[config.mk]
export PLATFORM = sky130hd
export DESIGN_NAME = booth_mul_top
export DESIGN_NICKNAME = d
export VERILOG_FILES = /design/src/verilog/mul_pkg.sv /design/src/verilog/booth_mul_top.sv /design/src/verilog/cla32.sv /design/src/verilog/booth_datapath.sv /design/src/verilog/mul_step_counter.sv /design/src/verilog/mul_fsm.sv /design/src/verilog/wb_mul_regs.sv
export VERILOG_INCLUDE_DIRS = /design/src /design/src/include
export SDC_FILE = /design/constraint.sdc
export NUM_CORES = 1
export LEC_CHECK = 0
export BUFFER_PORTS_ARGS = -buffer_cell sky130_fd_sc_hd__buf_2
export CELL_PAD_IN_SITES_DETAIL_PLACEMENT = 1
export CELL_PAD_IN_SITES_GLOBAL_PLACEMENT = 1
export CORE_MARGIN = 2
export CORE_UTILIZATION = 42
export DETAILED_ROUTE_END_ITERATION = 8
export MAX_ROUTING_LAYER = met4
export PLACE_DENSITY_LB_ADDON = 0.1
export REMOVE_ABC_BUFFERS = 1
export SETUP_SLACK_MARGIN = 0.15
export SYNTH_ARGS = -nofsm -noshare
export SYNTH_HDL_FRONTEND = slang
export SYNTH_SLANG_ARGS = --single-unit
[constraint.sdc]
create_clock -name clk -period 5 [get_ports clk]
set_input_delay 1 -clock clk [delete_from_list [all_inputs] [get_ports clk]]
set_output_delay 1 -clock clk [all_outputs]
set_load 0.01 [all_outputs]
[src/include/mul_defs.svh]
`ifndef MUL_DEFS_SVH
`define MUL_DEFS_SVH

// Operand width used when the top level is not overridden
`define MUL_WIDTH_DEFAULT 32

// Byte address width of the Wishbone slave window
`define WB_ADDR_W 5

`endif

[src/verilog/mul_pkg.sv]
`default_nettype none

`include "mul_defs.svh"

package mul_pkg;

   // Wishbone register map, byte offsets
   localparam logic [`WB_ADDR_W-1:0] REG_A      = 'h00; // Multiplier operand
   localparam logic [`WB_ADDR_W-1:0] REG_B      = 'h04; // Multiplicand operand
   localparam logic [`WB_ADDR_W-1:0] REG_CTRL   = 'h08; // Control on write, status on read
   localparam logic [`WB_ADDR_W-1:0] REG_RES_LO = 'h0C; // Product low word
   localparam logic [`WB_ADDR_W-1:0] REG_RES_HI = 'h10; // Product high word

   // Control register write bits
   localparam int CTRL_START_BIT = 0;
   localparam int CTRL_CLEAR_BIT = 1;

   // Control register read bits
   localparam int STAT_BUSY_BIT = 0;
   localparam int STAT_DONE_BIT = 1;

   // Sequencer states
   typedef enum logic [1:0] {
      IDLE = 2'b00, // Waiting for a start
      LOAD = 2'b01, // Operands captured
      EXEC = 2'b10, // One recoding step per cycle
      DONE = 2'b11  // Product valid
   } mul_state_t;

endpackage

`default_nettype wire

[src/verilog/booth_mul_top.sv]
`default_nettype none

`include "mul_defs.svh"

// Sequencer to counter and datapath handshake
interface mul_ctrl_if;
   logic load;  // Capture operands, zero the count
   logic step;  // One radix-4 step
   logic clear; // Abort and zero
   logic last;  // Final step in progress

   modport fsm (output load, step, clear, input last);
   modport cnt (input load, step, clear, output last);
   modport dp  (input load, step, clear);
endinterface

module booth_mul_top #(
   parameter int WIDTH = `MUL_WIDTH_DEFAULT
) (
   input  logic                   clk,
   input  logic                   reset_n,
   input  logic                   cyc,
   input  logic                   stb,
   input  logic                   we,
   input  logic [`WB_ADDR_W-1:0]  adr,
   input  logic [WIDTH-1:0]       dat_w,
   output logic [WIDTH-1:0]       dat_r,
   output logic                   ack
);

   logic [WIDTH-1:0]   multiplier, multiplicand;
   logic [2*WIDTH-1:0] product;
   logic               start_pulse, clear_pulse;
   logic               busy, done;

   mul_ctrl_if ctl_if ();

   wb_mul_regs #(.WIDTH(WIDTH)) u_regs (
      .clk          (clk),
      .reset_n      (reset_n),
      .cyc          (cyc),
      .stb          (stb),
      .we           (we),
      .adr          (adr),
      .dat_w        (dat_w),
      .dat_r        (dat_r),
      .ack          (ack),
      .multiplier   (multiplier),
      .multiplicand (multiplicand),
      .start_pulse  (start_pulse),
      .clear_pulse  (clear_pulse),
      .busy         (busy),
      .done         (done),
      .product      (product)
   );

   mul_fsm u_fsm (
      .clk         (clk),
      .reset_n     (reset_n),
      .ctl         (ctl_if.fsm),
      .start_pulse (start_pulse),
      .clear_pulse (clear_pulse),
      .busy        (busy),
      .done        (done)
   );

   mul_step_counter #(.WIDTH(WIDTH)) u_cnt (
      .clk     (clk),
      .reset_n (reset_n),
      .ctl     (ctl_if.cnt)
   );

   booth_datapath #(.WIDTH(WIDTH)) u_dp (
      .clk          (clk),
      .reset_n      (reset_n),
      .ctl          (ctl_if.dp),
      .multiplier   (multiplier),
      .multiplicand (multiplicand),
      .product      (product)
   );

endmodule

`default_nettype wire

[src/verilog/cla32.sv]
`default_nettype none

module cla32 #(
   parameter int WIDTH = 32
) (
   input  logic [WIDTH-1:0] a,
   input  logic [WIDTH-1:0] b,
   input  logic             cin,
   output logic [WIDTH-1:0] sum
);

   localparam int NG = (WIDTH + 3) / 4; // Number of four-bit groups
   localparam int PW = NG * 4;          // Width padded to whole groups

   logic [PW-1:0] a_x, b_x; // Zero-padded operands
   logic [PW-1:0] g, p;     // Bit generate and propagate
   logic [PW-1:0] s_x;      // Padded sum
   logic [NG:0]   gc;       // Carry into each group

   always_comb begin
      a_x = '0;
      b_x = '0;
      a_x[WIDTH-1:0] = a;
      b_x[WIDTH-1:0] = b;
   end

   assign g     = a_x & b_x;
   assign p     = a_x ^ b_x;
   assign gc[0] = cin;

   for (genvar gi = 0; gi < NG; gi++) begin : g_grp
      logic [3:0] gg, pp, cc;
      assign gg = g[4*gi +: 4];
      assign pp = p[4*gi +: 4];
      // Carries inside the group straight from generate/propagate
      assign cc[0] = gc[gi];
      assign cc[1] = gg[0] | (pp[0] & gc[gi]);
      assign cc[2] = gg[1] | (pp[1] & gg[0]) | (pp[1] & pp[0] & gc[gi]);
      assign cc[3] = gg[2] | (pp[2] & gg[1]) | (pp[2] & pp[1] & gg[0])
                   | (pp[2] & pp[1] & pp[0] & gc[gi]);
      // Group carry out from group G and P
      assign gc[gi+1] = gg[3] | (pp[3] & gg[2]) | (pp[3] & pp[2] & gg[1])
                      | (pp[3] & pp[2] & pp[1] & gg[0])
                      | (&pp & gc[gi]);
      assign s_x[4*gi +: 4] = pp ^ cc;
   end

   assign sum = s_x[WIDTH-1:0];

endmodule

`default_nettype wire

[src/verilog/booth_datapath.sv]
`default_nettype none

module booth_datapath #(
   parameter int WIDTH = 32
) (
   input  logic                 clk,
   input  logic                 reset_n,
   mul_ctrl_if.dp               ctl,
   input  logic [WIDTH-1:0]     multiplier,
   input  logic [WIDTH-1:0]     multiplicand,
   output logic [2*WIDTH-1:0]   product
);

   // Two guard bits so that acc plus or minus 2M cannot overflow
   localparam int EW = WIDTH + 2;

   logic [EW-1:0]    acc;    // Upper partial product
   logic [WIDTH-1:0] mlt;    // Multiplier, shifted out as product low bits
   logic             q;      // Bit below the current pair
   logic [WIDTH-1:0] mcand;  // Captured multiplicand
   logic [EW-1:0]    m1, m2; // Sign-extended M and 2M
   logic [EW-1:0]    sum_p1, sum_p2, sum_m1, sum_m2;
   logic [EW-1:0]    part;   // Selected partial sum
   logic [2:0]       triple; // Booth recoding bits

   assign m1     = {{2{mcand[WIDTH-1]}}, mcand};
   assign m2     = {m1[EW-2:0], 1'b0};
   assign triple = {mlt[1:0], q};

   cla32 #(.WIDTH(EW)) u_add_m (
      .a   (acc),
      .b   (m1),
      .cin (1'b0),
      .sum (sum_p1)
   );

   cla32 #(.WIDTH(EW)) u_add_2m (
      .a   (acc),
      .b   (m2),
      .cin (1'b0),
      .sum (sum_p2)
   );

   cla32 #(.WIDTH(EW)) u_sub_m (
      .a   (acc),
      .b   (~m1),
      .cin (1'b1),
      .sum (sum_m1)
   );

   cla32 #(.WIDTH(EW)) u_sub_2m (
      .a   (acc),
      .b   (~m2),
      .cin (1'b1),
      .sum (sum_m2)
   );

   always_comb begin
      case (triple)
         3'b001, 3'b010: part = sum_p1; // +M
         3'b011:         part = sum_p2; // +2M
         3'b100:         part = sum_m2; // -2M
         3'b101, 3'b110: part = sum_m1; // -M
         default:        part = acc;    // 000 and 111 add nothing
      endcase
   end

   always_ff @(posedge clk or negedge reset_n) begin
      if (!reset_n) begin
         acc <= '0;
         mlt <= '0;
         q   <= 1'b0;
      end else if (ctl.clear) begin // Abort wins over everything
         acc <= '0;
         mlt <= '0;
         q   <= 1'b0;
      end else if (ctl.load) begin
         acc <= '0;
         mlt <= multiplier;
         q   <= 1'b0;
      end else if (ctl.step) begin
         // Arithmetic shift right by two of {part, mlt}
         acc <= {{2{part[EW-1]}}, part[EW-1:2]};
         mlt <= {part[1:0], mlt[WIDTH-1:2]};
         q   <= mlt[1];
      end
   end

   always_ff @(posedge clk) begin
      if (ctl.load)
         mcand <= multiplicand;
   end

   assign product = {acc[WIDTH-1:0], mlt};

   // Operands are captured before the first recoding step, never during one
   a_no_load_step: assert property (@(posedge clk) disable iff (!reset_n)
      !(ctl.load && ctl.step));

endmodule

`default_nettype wire

[src/verilog/mul_step_counter.sv]
`default_nettype none

module mul_step_counter #(
   parameter int WIDTH = 32
) (
   input  logic     clk,
   input  logic     reset_n,
   mul_ctrl_if.cnt  ctl
);

   localparam int STEPS = WIDTH / 2;      // One radix-4 step per bit pair
   localparam int CNT_W = $clog2(STEPS);

   logic [CNT_W-1:0] count;

   if (WIDTH % 2 != 0 || WIDTH < 8) begin : g_bad_width
      $error("booth multiplier needs an even WIDTH of 8 or more");
   end

   always_ff @(posedge clk or negedge reset_n) begin
      if (!reset_n)
         count <= '0;
      else if (ctl.load || ctl.clear)
         count <= '0;
      else if (ctl.step)
         count <= count + 1'b1;
   end

   assign ctl.last = (count == CNT_W'(STEPS - 1)); // Terminal count

   // Sequencer must leave exec once the final step is taken
   a_no_step_past_last: assert property (@(posedge clk) disable iff (!reset_n)
      ctl.step && ctl.last |=> !ctl.step);

endmodule

`default_nettype wire

[src/verilog/mul_fsm.sv]
`default_nettype none

module mul_fsm
   import mul_pkg::*;
(
   input  logic     clk,
   input  logic     reset_n,
   mul_ctrl_if.fsm  ctl,
   input  logic     start_pulse,
   input  logic     clear_pulse,
   output logic     busy,
   output logic     done
);

   mul_state_t state, state_nx;

   always_ff @(posedge clk or negedge reset_n) begin
      if (!reset_n)
         state <= IDLE;
      else
         state <= state_nx;
   end

   always_comb begin
      state_nx = state;
      if (clear_pulse) begin // Clear beats start
         state_nx = IDLE;
      end else begin
         case (state)
            IDLE: if (start_pulse) state_nx = LOAD;
            LOAD: state_nx = EXEC;
            EXEC: if (ctl.step && ctl.last) state_nx = DONE;
            DONE: if (start_pulse) state_nx = LOAD; // Back-to-back run
            default: state_nx = IDLE;
         endcase
      end
   end

   assign ctl.load  = (state == LOAD);
   assign ctl.step  = (state == EXEC);
   assign ctl.clear = clear_pulse; // Same edge as the return to idle

   assign busy = (state == LOAD) || (state == EXEC);
   assign done = (state == DONE);

   // A step always follows a load or another step
   a_step_in_exec: assert property (@(posedge clk) disable iff (!reset_n)
      ctl.step |-> $past(ctl.load || ctl.step));

endmodule

`default_nettype wire

[src/verilog/wb_mul_regs.sv]
`default_nettype none

`include "mul_defs.svh"

module wb_mul_regs
   import mul_pkg::*;
#(
   parameter int WIDTH = 32
) (
   input  logic                   clk,
   input  logic                   reset_n,
   input  logic                   cyc,
   input  logic                   stb,
   input  logic                   we,
   input  logic [`WB_ADDR_W-1:0]  adr,
   input  logic [WIDTH-1:0]       dat_w,
   output logic [WIDTH-1:0]       dat_r,
   output logic                   ack,
   output logic [WIDTH-1:0]       multiplier,
   output logic [WIDTH-1:0]       multiplicand,
   output logic                   start_pulse,
   output logic                   clear_pulse,
   input  logic                   busy,
   input  logic                   done,
   input  logic [2*WIDTH-1:0]     product
);

   logic wr_en;   // Write strobe on the ack cycle
   logic wr_ctrl; // Write to the control register

   // Ack rises for one cycle after the request is seen
   always_ff @(posedge clk or negedge reset_n) begin
      if (!reset_n)
         ack <= 1'b0;
      else
         ack <= cyc && stb && !ack;
   end

   assign wr_en   = ack && cyc && stb && we;
   assign wr_ctrl = wr_en && (adr == REG_CTRL);

   // Operands stay frozen while a multiply runs
   always_ff @(posedge clk or negedge reset_n) begin
      if (!reset_n) begin
         multiplier   <= '0;
         multiplicand <= '0;
      end else if (wr_en && !busy) begin
         if (adr == REG_A)
            multiplier <= dat_w;
         if (adr == REG_B)
            multiplicand <= dat_w;
      end
   end

   assign start_pulse = wr_ctrl && dat_w[CTRL_START_BIT];
   assign clear_pulse = wr_ctrl && dat_w[CTRL_CLEAR_BIT];

   // Read mux stays valid while the master holds adr up to ack
   always_comb begin
      dat_r = '0;
      case (adr)
         REG_A:      dat_r = multiplier;
         REG_B:      dat_r = multiplicand;
         REG_CTRL: begin
            dat_r[STAT_BUSY_BIT] = busy;
            dat_r[STAT_DONE_BIT] = done;
         end
         REG_RES_LO: dat_r = product[WIDTH-1:0];
         REG_RES_HI: dat_r = product[2*WIDTH-1:WIDTH];
         default:    dat_r = '0;
      endcase
   end

   // Every ack answers a request from the cycle before, still held by the master
   a_ack_after_req: assert property (@(posedge clk) disable iff (!reset_n)
      ack |-> $past(cyc && stb) && cyc && stb && $stable(adr) && $stable(we));

endmodule

`default_nettype wire

After elaboration in Yosys (flattened, before gate mapping)
Index checks and enable logic that the tools add are counted.
{"block": "op_classes", "n_addsub": 1, "n_eq_ne": 16, "muxes": 18, "bitwise": 826, "reduce_logical": 54}
{"operator": "$and 1x1->1", "n": 464}
{"operator": "$or 1x1->1", "n": 316}
{"operator": "$and 34x34->34", "n": 4}
{"operator": "$pmux 34 s4", "n": 1}
{"operator": "$xor 34x34->34", "n": 4}
{"operator": "$xor 4x4->4", "n": 32}
{"operator": "$pmux 30 s4", "n": 1}
{"operator": "$reduce_and 4->1", "n": 30}
{"operator": "$mux 34", "n": 3}
{"operator": "$mux 32", "n": 3}
{"operator": "$not 34->34", "n": 2}
{"operator": "$eq 5x4->1 const B", "n": 2}
{"operator": "$logic_and 1x1->1", "n": 10}
{"operator": "$pmux 2 s5", "n": 1}
{"operator": "$eq 3x3->1 const B", "n": 3}
{"operator": "$mux 4", "n": 2}
{"operator": "$xor 2x2->2", "n": 4}
{"operator": "$eq 3x2->1 const B", "n": 2}
{"operator": "$mux 2", "n": 3}
{"operator": "$pmux 2 s3", "n": 1}
{"operator": "$reduce_and 2->1", "n": 3}
{"operator": "$reduce_or 2->1", "n": 3}
{"operator": "$eq 5x3->1 const B", "n": 1}
{"operator": "$eq 5x5->1 const B", "n": 1}
{"operator": "other kinds (14)", "n": 19}
{"block": "totals", "reg_bits": 170, "input_bits": 42, "output_inout_bits": 33, "wordCells": 924}

Logic depth before layout (Yosys ltp)
Gate-level depths: netlist of the first run.
{"block": "depth", "depth_word": 28, "depth_mapped": 18, "depth_no_buf": 18}

Hierarchy
From an unflattened synthesis of the first run, not the netlist that was laid out.
{"block": "hier_totals", "cells_unflattened": 1614, "hier_area_um2": 15229.6}
{"mod": "booth_datapath", "n_inst": 1, "cells_per_inst": 584, "area_each_um2": 5733.0, "seq_area_each_um2": 2587.5}
{"mod": "cla32 (u_dp.u_add_2m ...)", "n_inst": 3, "cells_per_inst": 164, "area_each_um2": 1397.6, "seq_area_each_um2": 0.0}
{"mod": "wb_mul_regs", "n_inst": 1, "cells_per_inst": 338, "area_each_um2": 3523.4, "seq_area_each_um2": 1626.6}
{"mod": "cla32 (u_dp.u_sub_2m)", "n_inst": 1, "cells_per_inst": 164, "area_each_um2": 1405.1, "seq_area_each_um2": 0.0}
{"mod": "mul_step_counter", "n_inst": 1, "cells_per_inst": 18, "area_each_um2": 203.9, "seq_area_each_um2": 100.1}
{"mod": "mul_fsm", "n_inst": 1, "cells_per_inst": 18, "area_each_um2": 171.4, "seq_area_each_um2": 50.0}

Worst setup path after synthesis of the first run
No wires, ideal clock.
{"block": "synth_path", "path_kind": "register to register", "startpoint": "register u_dp.acc[8]", "endpoint": "register u_dp.acc[30]", "setup_time_ns": 0.136, "arrival_time_ns": 3.658, "required_time_ns": 4.864, "path_slack_ns": 1.205, "path_stages_with_launch": 17, "path_buffers": 0, "synth_period_minus_slack_ns": 3.795, "cell_sequence": "dfrtp_1 ha_1 or2_2 nor4_2 o21a_2 o21bai_4 a2111oi_4 o32ai_1 o41a_1 o21bai_1 fa_1 mux2i_1 nand2_1 o21ai_0 o21ai_0 o211ai_1 a21oi_1"}
{"block": "synth_via", "elab_chain_len": 19, "elab_cells_between_ends": 76, "cone_classes": "4 x mux; 68 x bitwise; 4 x reduce/logical"}
{"item": "start, declared", "line_no": "booth_datapath.sv:17", "source": "logic [EW-1:0] acc;"}
{"item": "start signal, assigned", "line_no": "booth_datapath.sv:83", "source": "acc <= {{2{part[EW-1]}}, part[EW-1:2]};"}
{"item": "$xor 34x34->34 or $and 34x34->34 (tied branches)", "line_no": "cla32.sv:28, cla32.sv:27"}
{"item": "$reduce_and 4->1 or $and 1x1->1 (tied branches)", "line_no": "cla32.sv:44, cla32.sv:43"}
{"item": "$and 1x1->1 or $or 1x1->1 (tied branches)", "line_no": "cla32.sv:44, cla32.sv:43"}
{"item": "$or 1x1->1", "line_no": "cla32.sv:44", "source": "| (&pp & gc[gi]);"}
{"item": "$and 1x1->1", "line_no": "cla32.sv:44"}
{"item": "$or 1x1->1", "line_no": "cla32.sv:44"}
{"item": "$and 1x1->1", "line_no": "cla32.sv:44"}
{"item": "$or 1x1->1", "line_no": "cla32.sv:44"}
{"item": "[... 3 more ...]"}
{"item": "$or 1x1->1", "line_no": "cla32.sv:44"}
{"item": "$and 1x1->1", "line_no": "cla32.sv:44"}
{"item": "$or 1x1->1", "line_no": "cla32.sv:44"}
{"item": "$xor 2x2->2", "line_no": "cla32.sv:45", "source": "assign s_x[4*gi +: 4] = pp ^ cc;"}
{"item": "$pmux 34 s4 *", "line_no": "booth_datapath.sv:59", "source": "case (triple)"}
{"item": "$mux 34 *", "line_no": "booth_datapath.sv:81", "source": "end else if (ctl.step) begin"}
{"item": "$mux 34 *", "line_no": "booth_datapath.sv:77", "source": "end else if (ctl.load) begin"}
{"item": "$mux 34 *", "line_no": "booth_datapath.sv:73", "source": "end else if (ctl.clear) begin"}
Every way passes the cells marked *; elsewhere a longest branch is shown, timed or not. The select of a mux whose other input is x is not followed.
A chain may end at the register's enable or synchronous reset.

Worst setup path after layout of the first run
Ends and elaborated chain as after synthesis.

==> results of run 1 <==
-- per-stage QoR --
stage,power [W],setup WS (ns),instance area (µm²)
after floorplan,0.00572,-0.0390,13600
after global routing,0.00966,0.205,15500
after detailed placement,0.00749,0.544,14900
final,0.00894,0.506,15500
after global placement,0.00734,0.586,14900
after CTS,0.00893,0.505,15500
-- sequential cells by signal (all words and copies together) (netlist names) --
name and count:
u_regs.multiplier 32, u_dp.acc 32, u_cnt.count 4, u_dp.mcand 32, u_dp.mlt 32, u_regs.multiplicand 32, u_fsm.state 2, u_regs.ack 1
u_dp.q 1
-- worst reg2reg max path: stages (launching register included) --
cell and delay [ns]:
dfrtp_1 0.68, ha_1 0.36, or2_2 0.31, nor4_2 0.25
o21a_2 0.21, o21bai_4 0.12, a2111oi_4 0.56, o32ai_1 0.24
o41a_1 0.41, o21bai_1 0.19, fa_1 0.44, mux2i_1 0.14
nand2_1 0.06, o21ai_0 0.08, o21ai_0 0.10, o211ai_1 0.11
a21oi_1 0.09
-- kinds of logic (layout without fill, tap and decap cells) --
group | count (synthesis) | after routing | synth area share (%)
compound gates | 430 | 430 | 21.1
xor+xnor | 45 | 45 | 2.82
other cells | 0 | 1 | 0
mux | 135 | 135 | 10.5
simple gates | 388 | 388 | 12.5
flops | 168 | 168 | 31.3
buf+inv | 184 | 237 | 4.98
fa+ha+maj | 169 | 169 | 16.9
-- layer usage --
metal	routed length, µm	GRT usage (%)	vias to the layer above	share of wire [%]
li1	-	-	5592	-
met1	23400	42.0	6259	48
met2	22100	46.1	306	45
met3	2920	5.90	43	5.9
met4	750	7.15	0	1.5
met5	0	-	-	0
-- where the power goes --
group | switching, W | leakage (nW) | internal, W | total [W]
combinational | 0.00316 | 4.74 | 0.00207 | 0.00524
clock | 0.000676 | 0.291 | 0.000719 | 0.00140
sequential | 0.000623 | 2.03 | 0.00169 | 0.00231
total | 0.00446 | 7.06 | 0.00448 | 0.00894
-- worst max path at each step --
stage | to | depth (start not counted)
5_1_grt | u_dp.acc[30] | 16
2_1_floorplan | u_regs.multiplier[0] | 4
3_3_place_gp | u_dp.acc[30] | 16
4_1_cts | u_dp.acc[30] | 16
3_5_place_dp | u_dp.acc[30] | 16
6_report | u_dp.acc[30] | 16
-- placed cells by master (no fill, tap or decap), drive strengths merged, types with 6 or more instances in the layout --
cell and n:
nand3 16, nand2 120, a311oi 7, dfrtp 136, nor2b 17, clkbuf 17
o21bai 21, a222oi 33, nand4 6, fa 34, or2 8, edfxtp 32
a21o 15, nand2b 9, xnor2 39, a21oi 141, buf 103, mux2i 57
a211oi 18, inv 110, ha 132, mux2 77, nor2 153, a31oi 8
o21a 8, o21ai 64, xor2 6, o211ai 17, o31ai 10, nor3 24
o221ai 18, a21boi 6, a221oi 13, o22ai 6
-- cell type report --
class                   instances  share of cell area [%]
flip-flops and latches        168                    28.2
diodes                          1                  0.0162
multi-input cells            1167                    57.9
well taps                     442                    3.58
clock buffers                  17                    2.75
clock inverters                15                    1.17
inverters                     102                    2.48
repair buffers                103                    3.92
==> run_results.csv, run 1 <==
group,metric,value,unit
status,status,"finished clean",
placement,dp.cells,1982,
grt,grt.overflow.total,0,
drt,wl_per_cell,24.4,µm
setup_path,critPathKind,"flop to flop",
placement,place_congestion,0.914,
hold_path,whs_endpoint,"u_regs.ack",
synth,synth_area,0.0140,mm²
synth,synthArstFlopShare,81.0,%
synth,synth_area_leaders,"dfrtp_1 24%, ha_1 12%, edfxtp_1 6.9%, mux2_2 6.1%, a21oi_1 5.1%",
sta,hold_slack,0.448,ns
synth,ys_warn_count,0,
drt,ant_nets,0,
finish,multi_input_area,0.00895,mm²
clock_network,cts.sink_count,168,
clock_network,postCtsSetupBuffers,0,
sta,drv_slew,0,
setup_path,cp_max_fo,10,
sta,min_period,4.49,ns
grt,grt_pass1_wl,76400,µm
sta,fmax,223,MHz
synth,seq_area_frac_synth,31.3,%
drt,finalWirelength,49200,µm
power,p_per_area,578,mW/mm²
sta,hold_viol_final,0,
setup_path,cp-end-kind,"flop",
sta,fin_skew,0.0191,ns
power,vdd_drop_max,0.315,mV
synth,synth_seq_cells,168,
floorplanning,floorplan.die.height,186,µm
setup_path,worst-path-buf-inv,0,
hold_path,min_from,"u_regs.ack",
synth,synth_cells,1519,
sta,timing.max_slew.rel_slack,19.6,%
setup_path,timing.rr.start,"u_dp.acc[8]",
setup_path,r2r_cells,16,
clock_network,ctsResizeCount,0,
flow_run,cap_viol_max_count,0,
floorplanning,fp-row-count,66,
floorplanning,die_area,0.0347,mm²
floorplanning,die_w,186,µm
placement,dp_hpwl,36200,µm
hold_path,min_path_cells,1,
synth,synth_edf_count,32,
clock_network,cts_made_buffers,17,
grt,grt_usage,30.4,%
clock_network,cts.clk_slew.worst_paths,0.08,ns
synth,synth_top_area_share,24.4,%
setup_path,arrival,4.82,ns
synth,synth_common_cells,"153 x nor2_1, 141 x a21oi_1, 136 x dfrtp_1",
placement,port_buffers,74,
drt,drt-initial-drc-count,947,
floorplanning,io_pins,75,
finish,fin_util,47.4,%
clock_network,cts_tree,"done",
sta,rsz0062_at_grt,"no",
drt,routed_via_density,6.05,
synth,synth.most_common_cell,"nor2_1",
sta,fin_crit_sh,89.9,%
setup_path,slowest_stage,"dfrtp_1",
sta,finalSetupTns,0,ns
synth,yosysUniqueCellTypes,76,
hold_path,min_path_type,"flop to flop",
synth,syn_avg_cell_area,9.19,µm²
synth,yosys.area.top_type,"dfrtp_1",
floorplanning,coreArea,0.0326,mm²
setup_path,cp.required,5.33,ns
setup_path,cp-start-kind,"flop",
clock_network,cts-root-buf,"clkbuf_16",
synth,synth-main-ff-cell,"dfrtp_1",
drt,via_count,12200,
power,p_leak,7.06,nW
finish,layout-drive-gt1-share,15.3,%
setup_path,cp_top_family,"compound AO/OA/AOI/OAI gates",
sta,finalSetupViolations,0,
grt,grt_pass1_vias,12600,
setup_path,r2r_slack,0.51,ns
drt,first_pass_iters,6,
finish,fillCellCount,3753,
finish,nets,1767,
setup_path,path_common_cell,"o21ai_0",
setup_path,r2r_end,"u_dp.acc[30]",
clock_network,worstSkewPairLatency,0.46,ns
finish,stdcell_count,2015,
finish,regArea,0.00437,mm²
setup_path,crit_start,"u_dp.acc[8]",
clock_network,cts_hold_buffers,0,
sta,tightest_slew,1.21,ns
finish,area_growth,10.8,%
floorplanning,start_util,42.8,%
setup_path,crit_chain,"ha_1 -> or2_2 -> nor4_2 -> o21a_2 -> o21bai_4 -> a2111oi_4 -> o32ai_1 -> o41a_1 -> o21bai_1 -> fa_1 -> mux2i_1 -> nand2_1 -> o21ai_0 -> o21ai_0 -> o211ai_1 -> a21oi_1",
clock_network,htree_levels,4,
grt,grt_max_degree,89,
grt,antenna_found_initial,2,
drt,drc_errors,0,
clock_network,ctsLongestPathBuffers,2,
setup_path,crit_path_max_incr_delay,0.68,ns
Power figures use the tool's default switching activity.
==> inputs of run 2 (changes only) <==
==> constraint.sdc (replaced) <==
create_clock -name clk -period 4.8 [get_ports clk]
set_input_delay 0.96 -clock clk [delete_from_list [all_inputs] [get_ports clk]]
set_output_delay 0.96 -clock clk [all_outputs]
set_load 0.01 [all_outputs]
==> run_results.csv, run 2 (synthesized netlist as in run 1, its figures left out) <==
group,metric,value,unit
grt,grt.overflow.total,0,
floorplanning,die_area,0.0347,mm²
power,p_leak,7.14,nW
clock_network,worstSkewPairLatency,0.46,ns
setup_path,crit_chain,"inv_1 -> ha_1 -> inv_1 -> a21oi_1 -> o31ai_1 -> nand2_1 -> a2111oi_4 -> o32ai_1 -> o41a_1 -> o21bai_1 -> fa_1 -> mux2i_1 -> nand2_1 -> o21ai_0 -> o21ai_0 -> o211ai_1 -> a21oi_1",
finish,fillCellCount,3799,
clock_network,cts.clk_slew.worst_paths,0.09,ns
hold_path,min_path_type,"flop to flop",
finish,layout-drive-gt1-share,16.2,%
sta,min_period,4.35,ns
drt,drc_errors,0,
setup_path,cp.required,5.14,ns
grt,grt_pass1_vias,12800,
finish,layout_commonest_cell,"nor2_1",
placement,port_buffers,74,
floorplanning,io_pins,75,
finish,nets,1781,
drt,finalWirelength,49900,µm
sta,finalSetupViolations,0,
clock_network,cts_tree,"done",
drt,first_pass_iters,6,
sta,fin_skew,0.0193,ns
drt,ant_nets,0,
finish,fin_area,0.0156,mm²
floorplanning,coreArea,0.0326,mm²
setup_path,crit_path_max_incr_delay,0.51,ns
clock_network,ctsLongestPathBuffers,2,
clock_network,cts.sink_count,168,
finish,mostFrequentLayoutCells,"151 x nor2_1, 141 x a21oi_1, 133 x dfrtp_1, 130 x ha_1, 120 x nand2_1",
setup_path,arrival,4.69,ns
placement,dp_hpwl,36900,µm
power,vdd_drop_max,0.327,mV
sta,drv_slew,0,
setup_path,critPathKind,"flop to flop",
floorplanning,floorplan.die.height,186,µm
finish,area_growth,11.9,%
clock_network,cts-root-buf,"clkbuf_16",
setup_path,cp-end-kind,"flop",
power,fin_total_pwr,0.00945,W
sta,fin_crit_sh,90.7,%
placement,place_area,0.0150,mm²
grt,grt_usage,30.6,%
clock_network,htree_levels,4,
setup_path,worst-path-buf-inv,2,
drt,via_count,12300,
status,status,"finished clean",
setup_path,cp_max_fo,8,
setup_path,cp-start-kind,"flop",
grt,grt_max_degree,86,
sta,finalSetupTns,0,ns
grt,grt_pass1_wl,76700,µm
drt,drt-initial-drc-count,981,
sta,fmax,230,MHz
sta,tightest_slew,1.13,ns
drt,routed_via_density,6.06,
sta,timing.max_slew.rel_slack,24.9,%
grt,antenna_found_initial,1,
power,p_per_area,605,mW/mm²
floorplanning,fp-row-count,66,
flow_run,cap_viol_max_count,0,
floorplanning,die_w,186,µm
clock_network,cts_made_buffers,17,
placement,place_congestion,0.899,
setup_path,slowest_stage,"a2111oi_4",
sta,hold_viol_final,0,
sta,rsz0062_at_grt,"no",
setup_path,cp_top_family,"compound AO/OA/AOI/OAI gates",
floorplanning,start_util,42.8,%
drt,wl_per_cell,24.6,µm
run 2: path summary, 6_finish.rpt:
check	from	to	slack, ns	cells past startpoint
min in group asynchronous	reset_n	u_dp.acc[1]	0.59	1
setup / recovery	u_dp.mcand[12]	u_dp.acc[30]	0.45	17
setup reg to reg	u_dp.mcand[12]	u_dp.acc[30]	0.45	17
max in group asynchronous	reset_n	u_regs.multiplicand[19]	3.37	2
hold reg to reg	u_regs.ack	u_regs.ack	0.45	1
hold / removal	u_regs.ack	u_regs.ack	0.45	1
run 2: per-stage QoR:
stage               instances  util [%]  setup slack, ns  hold WS, ns
finish                   2029      47.9            0.446        0.446
global placement         1992      45.9            0.442        0.431
CTS                      2024      47.7            0.291        0.455
detailed placement       1992      45.9            0.290        0.444
global route             2029      47.9            0.167        0.479
floorplan                1437         -           -0.199        0.443
run 2: worst register-to-register path, delay by kind of cell (launching register included):
kind | cells | cell delay (ns)
flops | 1 | 0.48
compound gates | 10 | 2.18
fa+ha+maj | 2 | 0.79
mux | 1 | 0.16
buf+inv | 2 | 0.29
simple gates | 2 | 0.34
run 2: cell type report:
type	instances	area, µm²	area share, %
Timing Repair Buffer	117	737	4.72
Clock buffer	17	425	2.72
Clock inverter	15	179	1.15
Sequential cell	168	4370	28.0
Multi-Input combinational cell	1167	8960	57.4
Tap cell	442	553	3.54
Antenna cell	1	2.50	0.0160
Inverter	102	383	2.45
run 2: power breakdown:
group	leakage, nW	internal (W)	total (W)	switching, W
sequential	2.03	0.00176	0.00240	0.000636
combinational	4.82	0.00221	0.00558	0.00337
clock	0.291	0.000788	0.00147	0.000684
run 2: timing repair:
action | CTS | global route
endpoints found under the setup margin | 0 | 2
resized for setup | 0 | 5
buffers inserted | 0 | 4
hold buffers | 0 | 0
run 2: metal layers:
| layer | vias to the layer above | GRT usage [%] | routed length (µm) |
|---|---|---|---|
| met5 | - | - | 0 |
| met4 | 0 | 8.09 | 1070 |
| met3 | 64 | 5.12 | 3370 |
| met2 | 362 | 46.1 | 22200 |
| met1 | 6245 | 42.7 | 23300 |
| li1 | 5627 | - | - |
